`config.mk`:
```
export PLATFORM = sky130hd
export DESIGN_NAME = servo_output_top
export DESIGN_NICKNAME = d
export VERILOG_FILES = /design/src/rtl/servo_data_pkg.sv /design/src/rtl/servo_cfg_pkg.sv /design/src/rtl/opp_param_if.sv /design/src/rtl/servo_output_top.sv /design/src/rtl/output_preprocessor.sv /design/src/rtl/opp_param_bank.sv /design/src/rtl/channel_mux.sv
export VERILOG_INCLUDE_DIRS = /design/src /design/src/rtl
export SDC_FILE = /design/constraint.sdc
export NUM_CORES = 1
export LEC_CHECK = 0
export ABC_AREA = 1
export BUFFER_PORTS_ARGS = -buffer_cell sky130_fd_sc_hd__buf_2
export CORE_ASPECT_RATIO = 1.1
export CORE_MARGIN = 3
export CORE_UTILIZATION = 55
export CTS_CLUSTER_DIAMETER = 80
export DETAILED_ROUTE_END_ITERATION = 10
export PLACE_DENSITY = 0.76
export SYNTH_ARGS = -nofsm -noshare
export SYNTH_HDL_FRONTEND = slang
export SYNTH_SLANG_ARGS = --single-unit
```
`constraint.sdc`:
```
create_clock -name clk_in -period 35.4 [get_ports clk_in]
set_input_delay 1.77 -clock clk_in [delete_from_list [all_inputs] [get_ports clk_in]]
set_output_delay 1.77 -clock clk_in [all_outputs]
set_load 0.01 [all_outputs]
```
`src/rtl/servo_consts.svh`:
```
`ifndef SERVO_CONSTS_SVH
`define SERVO_CONSTS_SVH

////////////////////////////////////////////////////////////
// datapath sizes
////////////////////////////////////////////////////////////

`define SERVO_W_IN        18    // adc sample width
`define SERVO_W_OUT       16    // dac/dds output word width
`define SERVO_N_CHAN      4     // error channels from the adc side

`define OPP_COMP_LATENCY  3     // cycles in the compute state

////////////////////////////////////////////////////////////
// front panel reset values
////////////////////////////////////////////////////////////

`define OPP_OMAX_INIT     9999  // upper output bound
`define OPP_OMIN_INIT     1111  // lower output bound
`define OPP_OINIT_INIT    5000  // start value of the accumulator
`define OPP_MULT_INIT     1     // unity gain

`endif
```
`src/rtl/servo_data_pkg.sv`:
```
`default_nettype none

`include "servo_consts.svh"

////////////////////////////////////////////////////////////
// sample path types
////////////////////////////////////////////////////////////

package servo_data_pkg;

	// raw error sample from the adc side
	typedef logic signed [`SERVO_W_IN-1:0] adc_sample_t;

	// word handed to the dac/dds side
	typedef logic signed [`SERVO_W_OUT-1:0] out_word_t;

	// channel index, at least one bit wide
	typedef logic [((`SERVO_N_CHAN > 1) ? $clog2(`SERVO_N_CHAN) : 1)-1:0] chan_sel_t;

endpackage

`default_nettype wire

```
`src/rtl/servo_cfg_pkg.sv`:
```
`default_nettype none

////////////////////////////////////////////////////////////
// output configuration types
////////////////////////////////////////////////////////////

package servo_cfg_pkg;

	import servo_data_pkg::*;

	// unsigned gain applied to the narrowed error
	typedef logic [7:0] gain_t;

	// active output configuration
	typedef struct packed {
		out_word_t out_max;	// clamp ceiling
		out_word_t out_min;	// clamp floor
		out_word_t out_init;	// start value and unlocked output
		gain_t     gain;	// error multiplier
	} opp_cfg_t;

endpackage

`default_nettype wire

```
`src/rtl/opp_param_if.sv`:
```
`default_nettype none

// configuration link between parameter bank and preprocessor
interface opp_param_if
	import servo_cfg_pkg::*;
();

	opp_cfg_t cfg;		// active bounds, start value, gain
	logic     load_prev;	// one cycle, restart accumulator from cfg.out_init

	// parameter bank side
	modport source (
		output cfg,
		output load_prev
	);

	// preprocessor side
	modport sink (
		input cfg,
		input load_prev
	);

endinterface

`default_nettype wire

```
`src/rtl/servo_output_top.sv`:
```
`default_nettype none

`include "servo_consts.svh"

module servo_output_top
	import servo_data_pkg::*, servo_cfg_pkg::*;
(
	input  logic                            clk_in,			// system clock
	input  logic                            reset_in,		// sync reset, active high

	input  adc_sample_t [`SERVO_N_CHAN-1:0] chan_data,		// error channels
	input  logic                            chan_valid,		// new samples
	input  chan_sel_t                       chan_sel,		// channel to lock on
	input  logic                            lock_en,		// lock loop closed

	input  out_word_t                       output_max,		// front panel upper bound
	input  out_word_t                       output_min,		// front panel lower bound
	input  out_word_t                       output_init,	// front panel start value
	input  gain_t                           multiplier,		// front panel gain
	input  logic                            update_en,		// arms update
	input  logic                            update,			// load front panel values

	output out_word_t                       data,			// to dac/dds side
	output logic                            data_valid		// output strobe
);

	adc_sample_t sample;		// mux to preprocessor
	logic        sample_valid;

	opp_param_if u_param_if ();

	channel_mux #(.N_CHAN(`SERVO_N_CHAN)) u_mux (
		.clk_in, .reset_in, .chan_data, .chan_valid, .chan_sel,
		.sample, .sample_valid
	);

	opp_param_bank u_params (
		.clk_in, .reset_in, .output_max, .output_min, .output_init,
		.multiplier, .update_en, .update, .params(u_param_if.source)
	);

	output_preprocessor #(.COMP_LATENCY(`OPP_COMP_LATENCY)) u_opp (
		.clk_in, .reset_in, .sample, .sample_valid, .lock_en,
		.params(u_param_if.sink), .data_out(data), .data_valid
	);

endmodule

`default_nettype wire

```
`src/rtl/output_preprocessor.sv`:
```
`default_nettype none

`include "servo_consts.svh"

module output_preprocessor
	import servo_data_pkg::*;
#(
	parameter int COMP_LATENCY = `OPP_COMP_LATENCY	// cycles in compute
) (
	input  logic        clk_in,			// system clock
	input  logic        reset_in,		// sync reset, active high

	input  adc_sample_t sample,			// selected error sample
	input  logic        sample_valid,	// one cycle strobe from the mux
	input  logic        lock_en,		// low holds output at out_init

	opp_param_if.sink   params,			// active configuration

	output out_word_t   data_out,		// word to dac/dds side
	output logic        data_valid		// one cycle strobe
);

	////////////////////////////////////////////////////////////
	// local constants
	////////////////////////////////////////////////////////////

	localparam int W_OUT  = `SERVO_W_OUT;
	localparam int W_IN   = `SERVO_W_IN;
	localparam int W_PROD = W_OUT + 9;	// 16 bit signed times 9 bit signed gain
	localparam int W_HEAD = W_PROD - W_OUT + 1;	// bits that must match the sign
	localparam int CNT_W  = (COMP_LATENCY > 0) ? $clog2(COMP_LATENCY + 1) : 1;

	localparam out_word_t OUT_POS_MAX = {1'b0, {(W_OUT-1){1'b1}}};	// +32767
	localparam out_word_t OUT_NEG_MAX = {1'b1, {(W_OUT-1){1'b0}}};	// -32768

	typedef enum logic [1:0] {
		ST_IDLE,	// wait for a sample
		ST_COMPUTE,	// fixed latency
		ST_SEND,	// strobe the result
		ST_DONE		// store result as previous output
	} opp_state_t;

	opp_state_t                state_q;		// current state
	opp_state_t                state_d;		// next state
	logic       [CNT_W-1:0]    counter;		// intrastate counter

	out_word_t                 lock_data;	// narrowed sample
	out_word_t                 prev_q;		// previous output

	logic signed [W_PROD-1:0]  prod_full;	// exact product
	logic                      prod_ovf;
	out_word_t                 prod_sat;
	logic signed [W_OUT:0]     sum_full;	// one guard bit
	logic                      sum_ovf;
	out_word_t                 sum_sat;
	out_word_t                 lock_sel;	// after lock select
	out_word_t                 clamp_hi;	// after upper bound
	out_word_t                 result;		// after lower bound

	////////////////////////////////////////////////////////////
	// output arithmetic
	////////////////////////////////////////////////////////////

	// gain, saturate on overflow
	assign prod_full = lock_data * $signed({1'b0, params.cfg.gain});
	assign prod_ovf  = prod_full[W_PROD-1 -: W_HEAD] != {W_HEAD{prod_full[W_PROD-1]}};
	assign prod_sat  = prod_ovf ? (prod_full[W_PROD-1] ? OUT_NEG_MAX : OUT_POS_MAX)
		: prod_full[W_OUT-1:0];

	// accumulate onto previous output
	assign sum_full = prod_sat + prev_q;
	assign sum_ovf  = sum_full[W_OUT] != sum_full[W_OUT-1];	// guard differs from sign
	assign sum_sat  = sum_ovf ? (sum_full[W_OUT] ? OUT_NEG_MAX : OUT_POS_MAX)
		: sum_full[W_OUT-1:0];

	assign lock_sel = lock_en ? sum_sat : params.cfg.out_init;	// unlocked holds start
	assign clamp_hi = (lock_sel < params.cfg.out_max) ? lock_sel : params.cfg.out_max;
	assign result   = (clamp_hi > params.cfg.out_min) ? clamp_hi : params.cfg.out_min;

	assign data_valid = (state_q == ST_SEND);

	////////////////////////////////////////////////////////////
	// data registers
	////////////////////////////////////////////////////////////

	always_ff @(posedge clk_in) begin
		if (state_q == ST_IDLE && sample_valid) begin
			lock_data <= out_word_t'(sample[W_IN-1 -: W_OUT]);	// drop the lsbs
		end
		if (state_q == ST_COMPUTE && counter == CNT_W'(COMP_LATENCY)) begin
			data_out <= result;	// held until the next strobe
		end
	end

	// previous output, restart wins over done
	always_ff @(posedge clk_in) begin
		if (reset_in) begin
			prev_q <= out_word_t'(`OPP_OINIT_INIT);
		end else if (params.load_prev) begin
			prev_q <= params.cfg.out_init;
		end else if (state_q == ST_DONE) begin
			prev_q <= data_out;
		end
	end

	////////////////////////////////////////////////////////////
	// state machine
	////////////////////////////////////////////////////////////

	always_comb begin
		state_d = state_q;
		case (state_q)
			ST_IDLE:    if (sample_valid) state_d = ST_COMPUTE;	// accept
			ST_COMPUTE: if (counter == CNT_W'(COMP_LATENCY)) state_d = ST_SEND;
			ST_SEND:    state_d = ST_DONE;
			ST_DONE:    state_d = ST_IDLE;
			default:    state_d = ST_IDLE;
		endcase
	end

	always_ff @(posedge clk_in) begin
		if (reset_in) begin
			state_q <= ST_IDLE;
			counter <= '0;
		end else begin
			state_q <= state_d;
			if (state_q == ST_COMPUTE && state_d == ST_COMPUTE) begin
				counter <= counter + 1'b1;
			end else begin
				counter <= '0;	// restart on every state change
			end
		end
	end

	////////////////////////////////////////////////////////////
	// checks
	////////////////////////////////////////////////////////////

	a_valid_pulse: assert property (
		@(posedge clk_in) disable iff (reset_in)
		data_valid |=> !data_valid
	) else $error("output_preprocessor: data_valid longer than one cycle");

	// bounds as they were when the word was registered
	a_out_bounded: assert property (
		@(posedge clk_in) disable iff (reset_in)
		data_valid && ($past(params.cfg.out_min) <= $past(params.cfg.out_max)) |->
			(data_out >= $past(params.cfg.out_min)) &&
			(data_out <= $past(params.cfg.out_max))
	) else $error("output_preprocessor: data_out %0d outside bounds", data_out);

endmodule

`default_nettype wire

```
`src/rtl/opp_param_bank.sv`:
```
`default_nettype none

`include "servo_consts.svh"

module opp_param_bank
	import servo_data_pkg::*, servo_cfg_pkg::*;
(
	input  logic       clk_in,		// system clock
	input  logic       reset_in,	// sync reset, active high

	// front panel values
	input  out_word_t  output_max,	// new upper bound
	input  out_word_t  output_min,	// new lower bound
	input  out_word_t  output_init,	// new start value
	input  gain_t      multiplier,	// new gain
	input  logic       update_en,	// arms the update pulse
	input  logic       update,		// take new values

	opp_param_if.source params		// active configuration out
);

	////////////////////////////////////////////////////////////
	// reset defaults
	////////////////////////////////////////////////////////////

	localparam opp_cfg_t CFG_RESET = '{
		out_max:  out_word_t'(`OPP_OMAX_INIT),
		out_min:  out_word_t'(`OPP_OMIN_INIT),
		out_init: out_word_t'(`OPP_OINIT_INIT),
		gain:     gain_t'(`OPP_MULT_INIT)
	};

	opp_cfg_t cfg_q;	// active configuration
	logic     take;		// gated update request
	logic     take_q;	// request seen last cycle
	logic     load_q;	// accumulator restart pulse

	assign take = update & update_en;	// ignored unless enabled

	////////////////////////////////////////////////////////////
	// shadow registers
	////////////////////////////////////////////////////////////

	always_ff @(posedge clk_in) begin
		if (reset_in) begin
			cfg_q  <= CFG_RESET;
			take_q <= 1'b0;
			load_q <= 1'b0;
		end else begin
			if (take) begin
				cfg_q <= '{out_max: output_max, out_min: output_min,
					out_init: output_init, gain: multiplier};	// all four at once
			end
			take_q <= take;
			load_q <= take & ~take_q;	// first cycle of a request only
		end
	end

	assign params.cfg       = cfg_q;
	assign params.load_prev = load_q;

	// restart request stays a single cycle even for a long update
	a_load_single: assert property (
		@(posedge clk_in) disable iff (reset_in)
		load_q |=> !load_q
	) else $error("opp_param_bank: load_prev longer than one cycle");

endmodule

`default_nettype wire

```
`src/rtl/channel_mux.sv`:
```
`default_nettype none

`include "servo_consts.svh"

module channel_mux
	import servo_data_pkg::*;
#(
	parameter int N_CHAN = `SERVO_N_CHAN	// number of selectable channels
) (
	input  logic                     clk_in,		// system clock
	input  logic                     reset_in,		// sync reset, active high

	input  adc_sample_t [N_CHAN-1:0] chan_data,		// all error channels
	input  logic                     chan_valid,	// new samples on chan_data
	input  chan_sel_t                chan_sel,		// channel to forward

	output adc_sample_t              sample,		// registered selected channel
	output logic                     sample_valid	// one cycle strobe
);

	////////////////////////////////////////////////////////////
	// selection register
	////////////////////////////////////////////////////////////

	// selected channel latched with its strobe
	always_ff @(posedge clk_in) begin
		if (chan_valid) begin
			sample <= chan_data[chan_sel];	// latch chosen channel
		end
	end

	// strobe cleared on reset
	always_ff @(posedge clk_in) begin
		if (reset_in) begin
			sample_valid <= 1'b0;
		end else begin
			sample_valid <= chan_valid;	// one cycle behind the input
		end
	end

	////////////////////////////////////////////////////////////
	// checks
	////////////////////////////////////////////////////////////

	// front panel must not point past the last channel
	a_sel_in_range: assert property (
		@(posedge clk_in) disable iff (reset_in)
		chan_valid |-> (chan_sel < N_CHAN)
	) else $error("channel_mux: chan_sel %0d out of range", chan_sel);

endmodule

`default_nettype wire

```
==> flow_metrics.env <==
export IMPL_placed_cell_area_sq_mm=0.0130
export IMPL_maxCapViolations=0
export IMPL_cpPeakStageDelay_ps=900
export IMPL_core_area_sq_mm=0.0216
export IMPL_cp_end_kind="flip-flop"
export IMPL_synth_warning_count=0
export IMPL_drtIter0Drc=997
export IMPL_fin_crit_sh=0.390
export IMPL_grt_max_degree=60
export IMPL_hp_class="reg2reg"
export IMPL_io_pins=153
export IMPL_startpoint="u_params.params.cfg[0]"
export IMPL_setup_viol=0
export IMPL_die_w_um=148
export IMPL_via_count=10700
export IMPL_cts_inserted_buffers=17
export IMPL_syn_nets=1981
export IMPL_use_met2=0.444
export IMPL_grt_pass1_wl_um=50700
export IMPL_rsz0062_at_grt="no"
export IMPL_reg2reg_from="u_params.params.cfg[0]"
export IMPL_synth_cell_types=52
export IMPL_worstPathArrival_ps=13970
export IMPL_synth_top_area_cell="fa_1"
export IMPL_max_freq_ghz=0.0725
export IMPL_ys_ff_latch=127
export IMPL_cts_tree="yes"
export IMPL_start_util=0.568
export IMPL_synth_edf_count=48
export IMPL_synth_yosys_seq_area_share=0.247
export IMPL_start_kind="flip-flop"
export IMPL_vias_per_cell=5.28
export IMPL_status="complete, no violations"
export IMPL_reg2reg_slack_ps=21600
export IMPL_drc=0
export IMPL_wirelength_um=30300
export IMPL_cts_setup_buffers=0
export IMPL_antenna_found_initial=0
export IMPL_syn_to_final_growth_pct=11.3
export IMPL_drive_above_1_share=0.119
export IMPL_worstPathRequired_ps=35570
export IMPL_cp_slowest_cell="dfxtp_1"
export IMPL_clk_latency_ps=430
export IMPL_tns_ps=0
export IMPL_worst_pin_slew_ps=951
export IMPL_hp_start="u_params.take_q"
export IMPL_netlist_top_cells_count="inv_1, nand2_1, nor2_1"
export IMPL_grt_busiest_layer="met2"
export IMPL_path_class="reg2reg"
export IMPL_cts_buffer_depth=2
export IMPL_critPathBufInv=9
export IMPL_place_gp_congestion=0.916
export IMPL_setup_ws_ps=21600
export IMPL_rows=56
export IMPL_hold_viol=0
export IMPL_synthMostInstantiatedCell="inv_1"
export IMPL_yosysTopAreaCellShare=0.168
export IMPL_synth_area_sq_mm=0.0123
export IMPL_clock_skew_ps=12.8
export IMPL_firstDrtPassIters=6
export IMPL_die_y_um=163
export IMPL_wl_per_cell_um=14.9
export IMPL_crit_path_frequent_cell="nand2_1"
export IMPL_max_slew_margin=0.365
export IMPL_overflow=0
export IMPL_postSynth_asyncResetShare=0
export IMPL_cts_root_buf="clkbuf_16"
export IMPL_nets=2070
export IMPL_final_area_sq_mm=0.0136
export IMPL_critPathTopFamily="simple AND/OR/NAND/NOR gates"
export IMPL_grtUsageMet1=0.350
export IMPL_grt_pass1_vias=10800
export IMPL_synthCells=1642
export IMPL_grt_usage=0.259
export IMPL_place_ws_ps=21920
export IMPL_cts_sinks=127
export IMPL_postRouteAntennaNets=0
export IMPL_post_route_min_period_ps=13800
export IMPL_ys_top_cells_by_area="fa_1, dfxtp_1, edfxtp_1"
export IMPL_hold_buffers=0
export IMPL_dieArea_sq_mm=0.0241
export IMPL_synth_area_per_cell_sq_um=7.47
export IMPL_htreeDepth=4
export IMPL_num_antenna_cells=0
export IMPL_portBuffers=144
export IMPL_cts_resized=0
export IMPL_cp_max_fo=17
export IMPL_report_final_slew_viol_count=0
export IMPL_synth_ff_type="dfxtp_1"
export IMPL_dp_hpwl_um=23400
export IMPL_cts_clk_slew_worst_paths_ps=60
export IMPL_grt_use_met3=0.0348
-- per-stage QoR --
| step | hold WS [ps] | instances | util |
|---|---|---|---|
| floorplan | 373 | 1642 | - |
| CTS | 407 | 2034 | 0.632 |
| global placement | 380 | 2002 | 0.605 |
| global route | 419 | 2034 | 0.632 |
| detailed placement | 388 | 2002 | 0.605 |
| finish | 404 | 2034 | 0.632 |
-- path summary, 6_finish.rpt --
kind,cells after the start,to
worst min-delay path,1,u_params.params.load_prev
worst max register to register,62,u_opp.data_out[8]
worst min register to register,1,u_params.params.load_prev
worst max-delay path,62,u_opp.data_out[8]
-- per-layer routing --
layer | share of wire | up-vias | routed length (um)
li1 | - | 5302 | -
met5 | 0 | - | 0
met1 | 0.44 | 5031 | 13200
met2 | 0.48 | 361 | 14700
met3 | 0.063 | 42 | 1910
met4 | 0.017 | 0 | 509
-- logic make-up after synthesis --
family / after synthesis / share of synthesized area
adder cells (fa/ha/maj): 203 / 0.270
flip-flops: 127 / 0.247
AO/OA/AOI/OAI: 274 / 0.129
XOR/XNOR: 28 / 0.0215
buffers and inverters: 437 / 0.137
AND/OR/NAND/NOR: 573 / 0.196
-- sequential cells by signal, indices dropped and copies added, names as in the netlist --
register	count
u_params.take_q	1
u_opp.data_out	16
u_mux.sample	16
u_params.params.load_prev	1
u_opp.lock_data	16
u_params.params.cfg	56
u_mux.sample_valid	1
u_opp.state_q	2
u_opp.counter	2
u_opp.prev_q	16
-- layout by cell type (no fill, tap or decap), types with 2 or more instances in the layout --
| cell | n |
|---|---|
| inv_2 | 3 |
| a22oi_1 | 11 |
| clkbuf_16 | 19 |
| o21a_1 | 6 |
| a211oi_1 | 2 |
| or2_2 | 4 |
| nand3_1 | 85 |
| inv_6 | 2 |
| nand2_1 | 318 |
| o22ai_1 | 17 |
| buf_4 | 4 |
| o21ai_0 | 101 |
| nand3b_1 | 4 |
| a21oi_2 | 4 |
| a21oi_1 | 89 |
| buf_2 | 144 |
| o21bai_1 | 2 |
| dfxtp_1 | 79 |
| and2_1 | 18 |
| ha_1 | 100 |
| inv_1 | 356 |
| xor2_1 | 18 |
| nor3_1 | 14 |
| nand2_2 | 6 |
| clkinv_2 | 3 |
| o21ai_2 | 3 |
| o211ai_1 | 22 |
| clkinv_4 | 3 |
| nor2_1 | 114 |
| fa_1 | 103 |
| xnor2_1 | 9 |
| o21ai_1 | 4 |
| a31oi_1 | 4 |
| edfxtp_1 | 48 |
| nand4_1 | 2 |
-- area by class of cell --
| cell class | count | area (sq um) |
|---|---|---|
| Clock buffer | 21 | 493 |
| Clock inverter | 11 | 103 |
| Fill cell | 1943 | 7940 |
| Sequential cell | 127 | 3020 |
| Tap cell | 290 | 363 |
| Multi-Input combinational cell | 1078 | 7560 |
| Timing Repair Buffer | 148 | 751 |
| Inverter | 359 | 1350 |
Power is not shown: default switching activity piles up to over one toggle a cycle in this logic, so the estimate is an artifact.
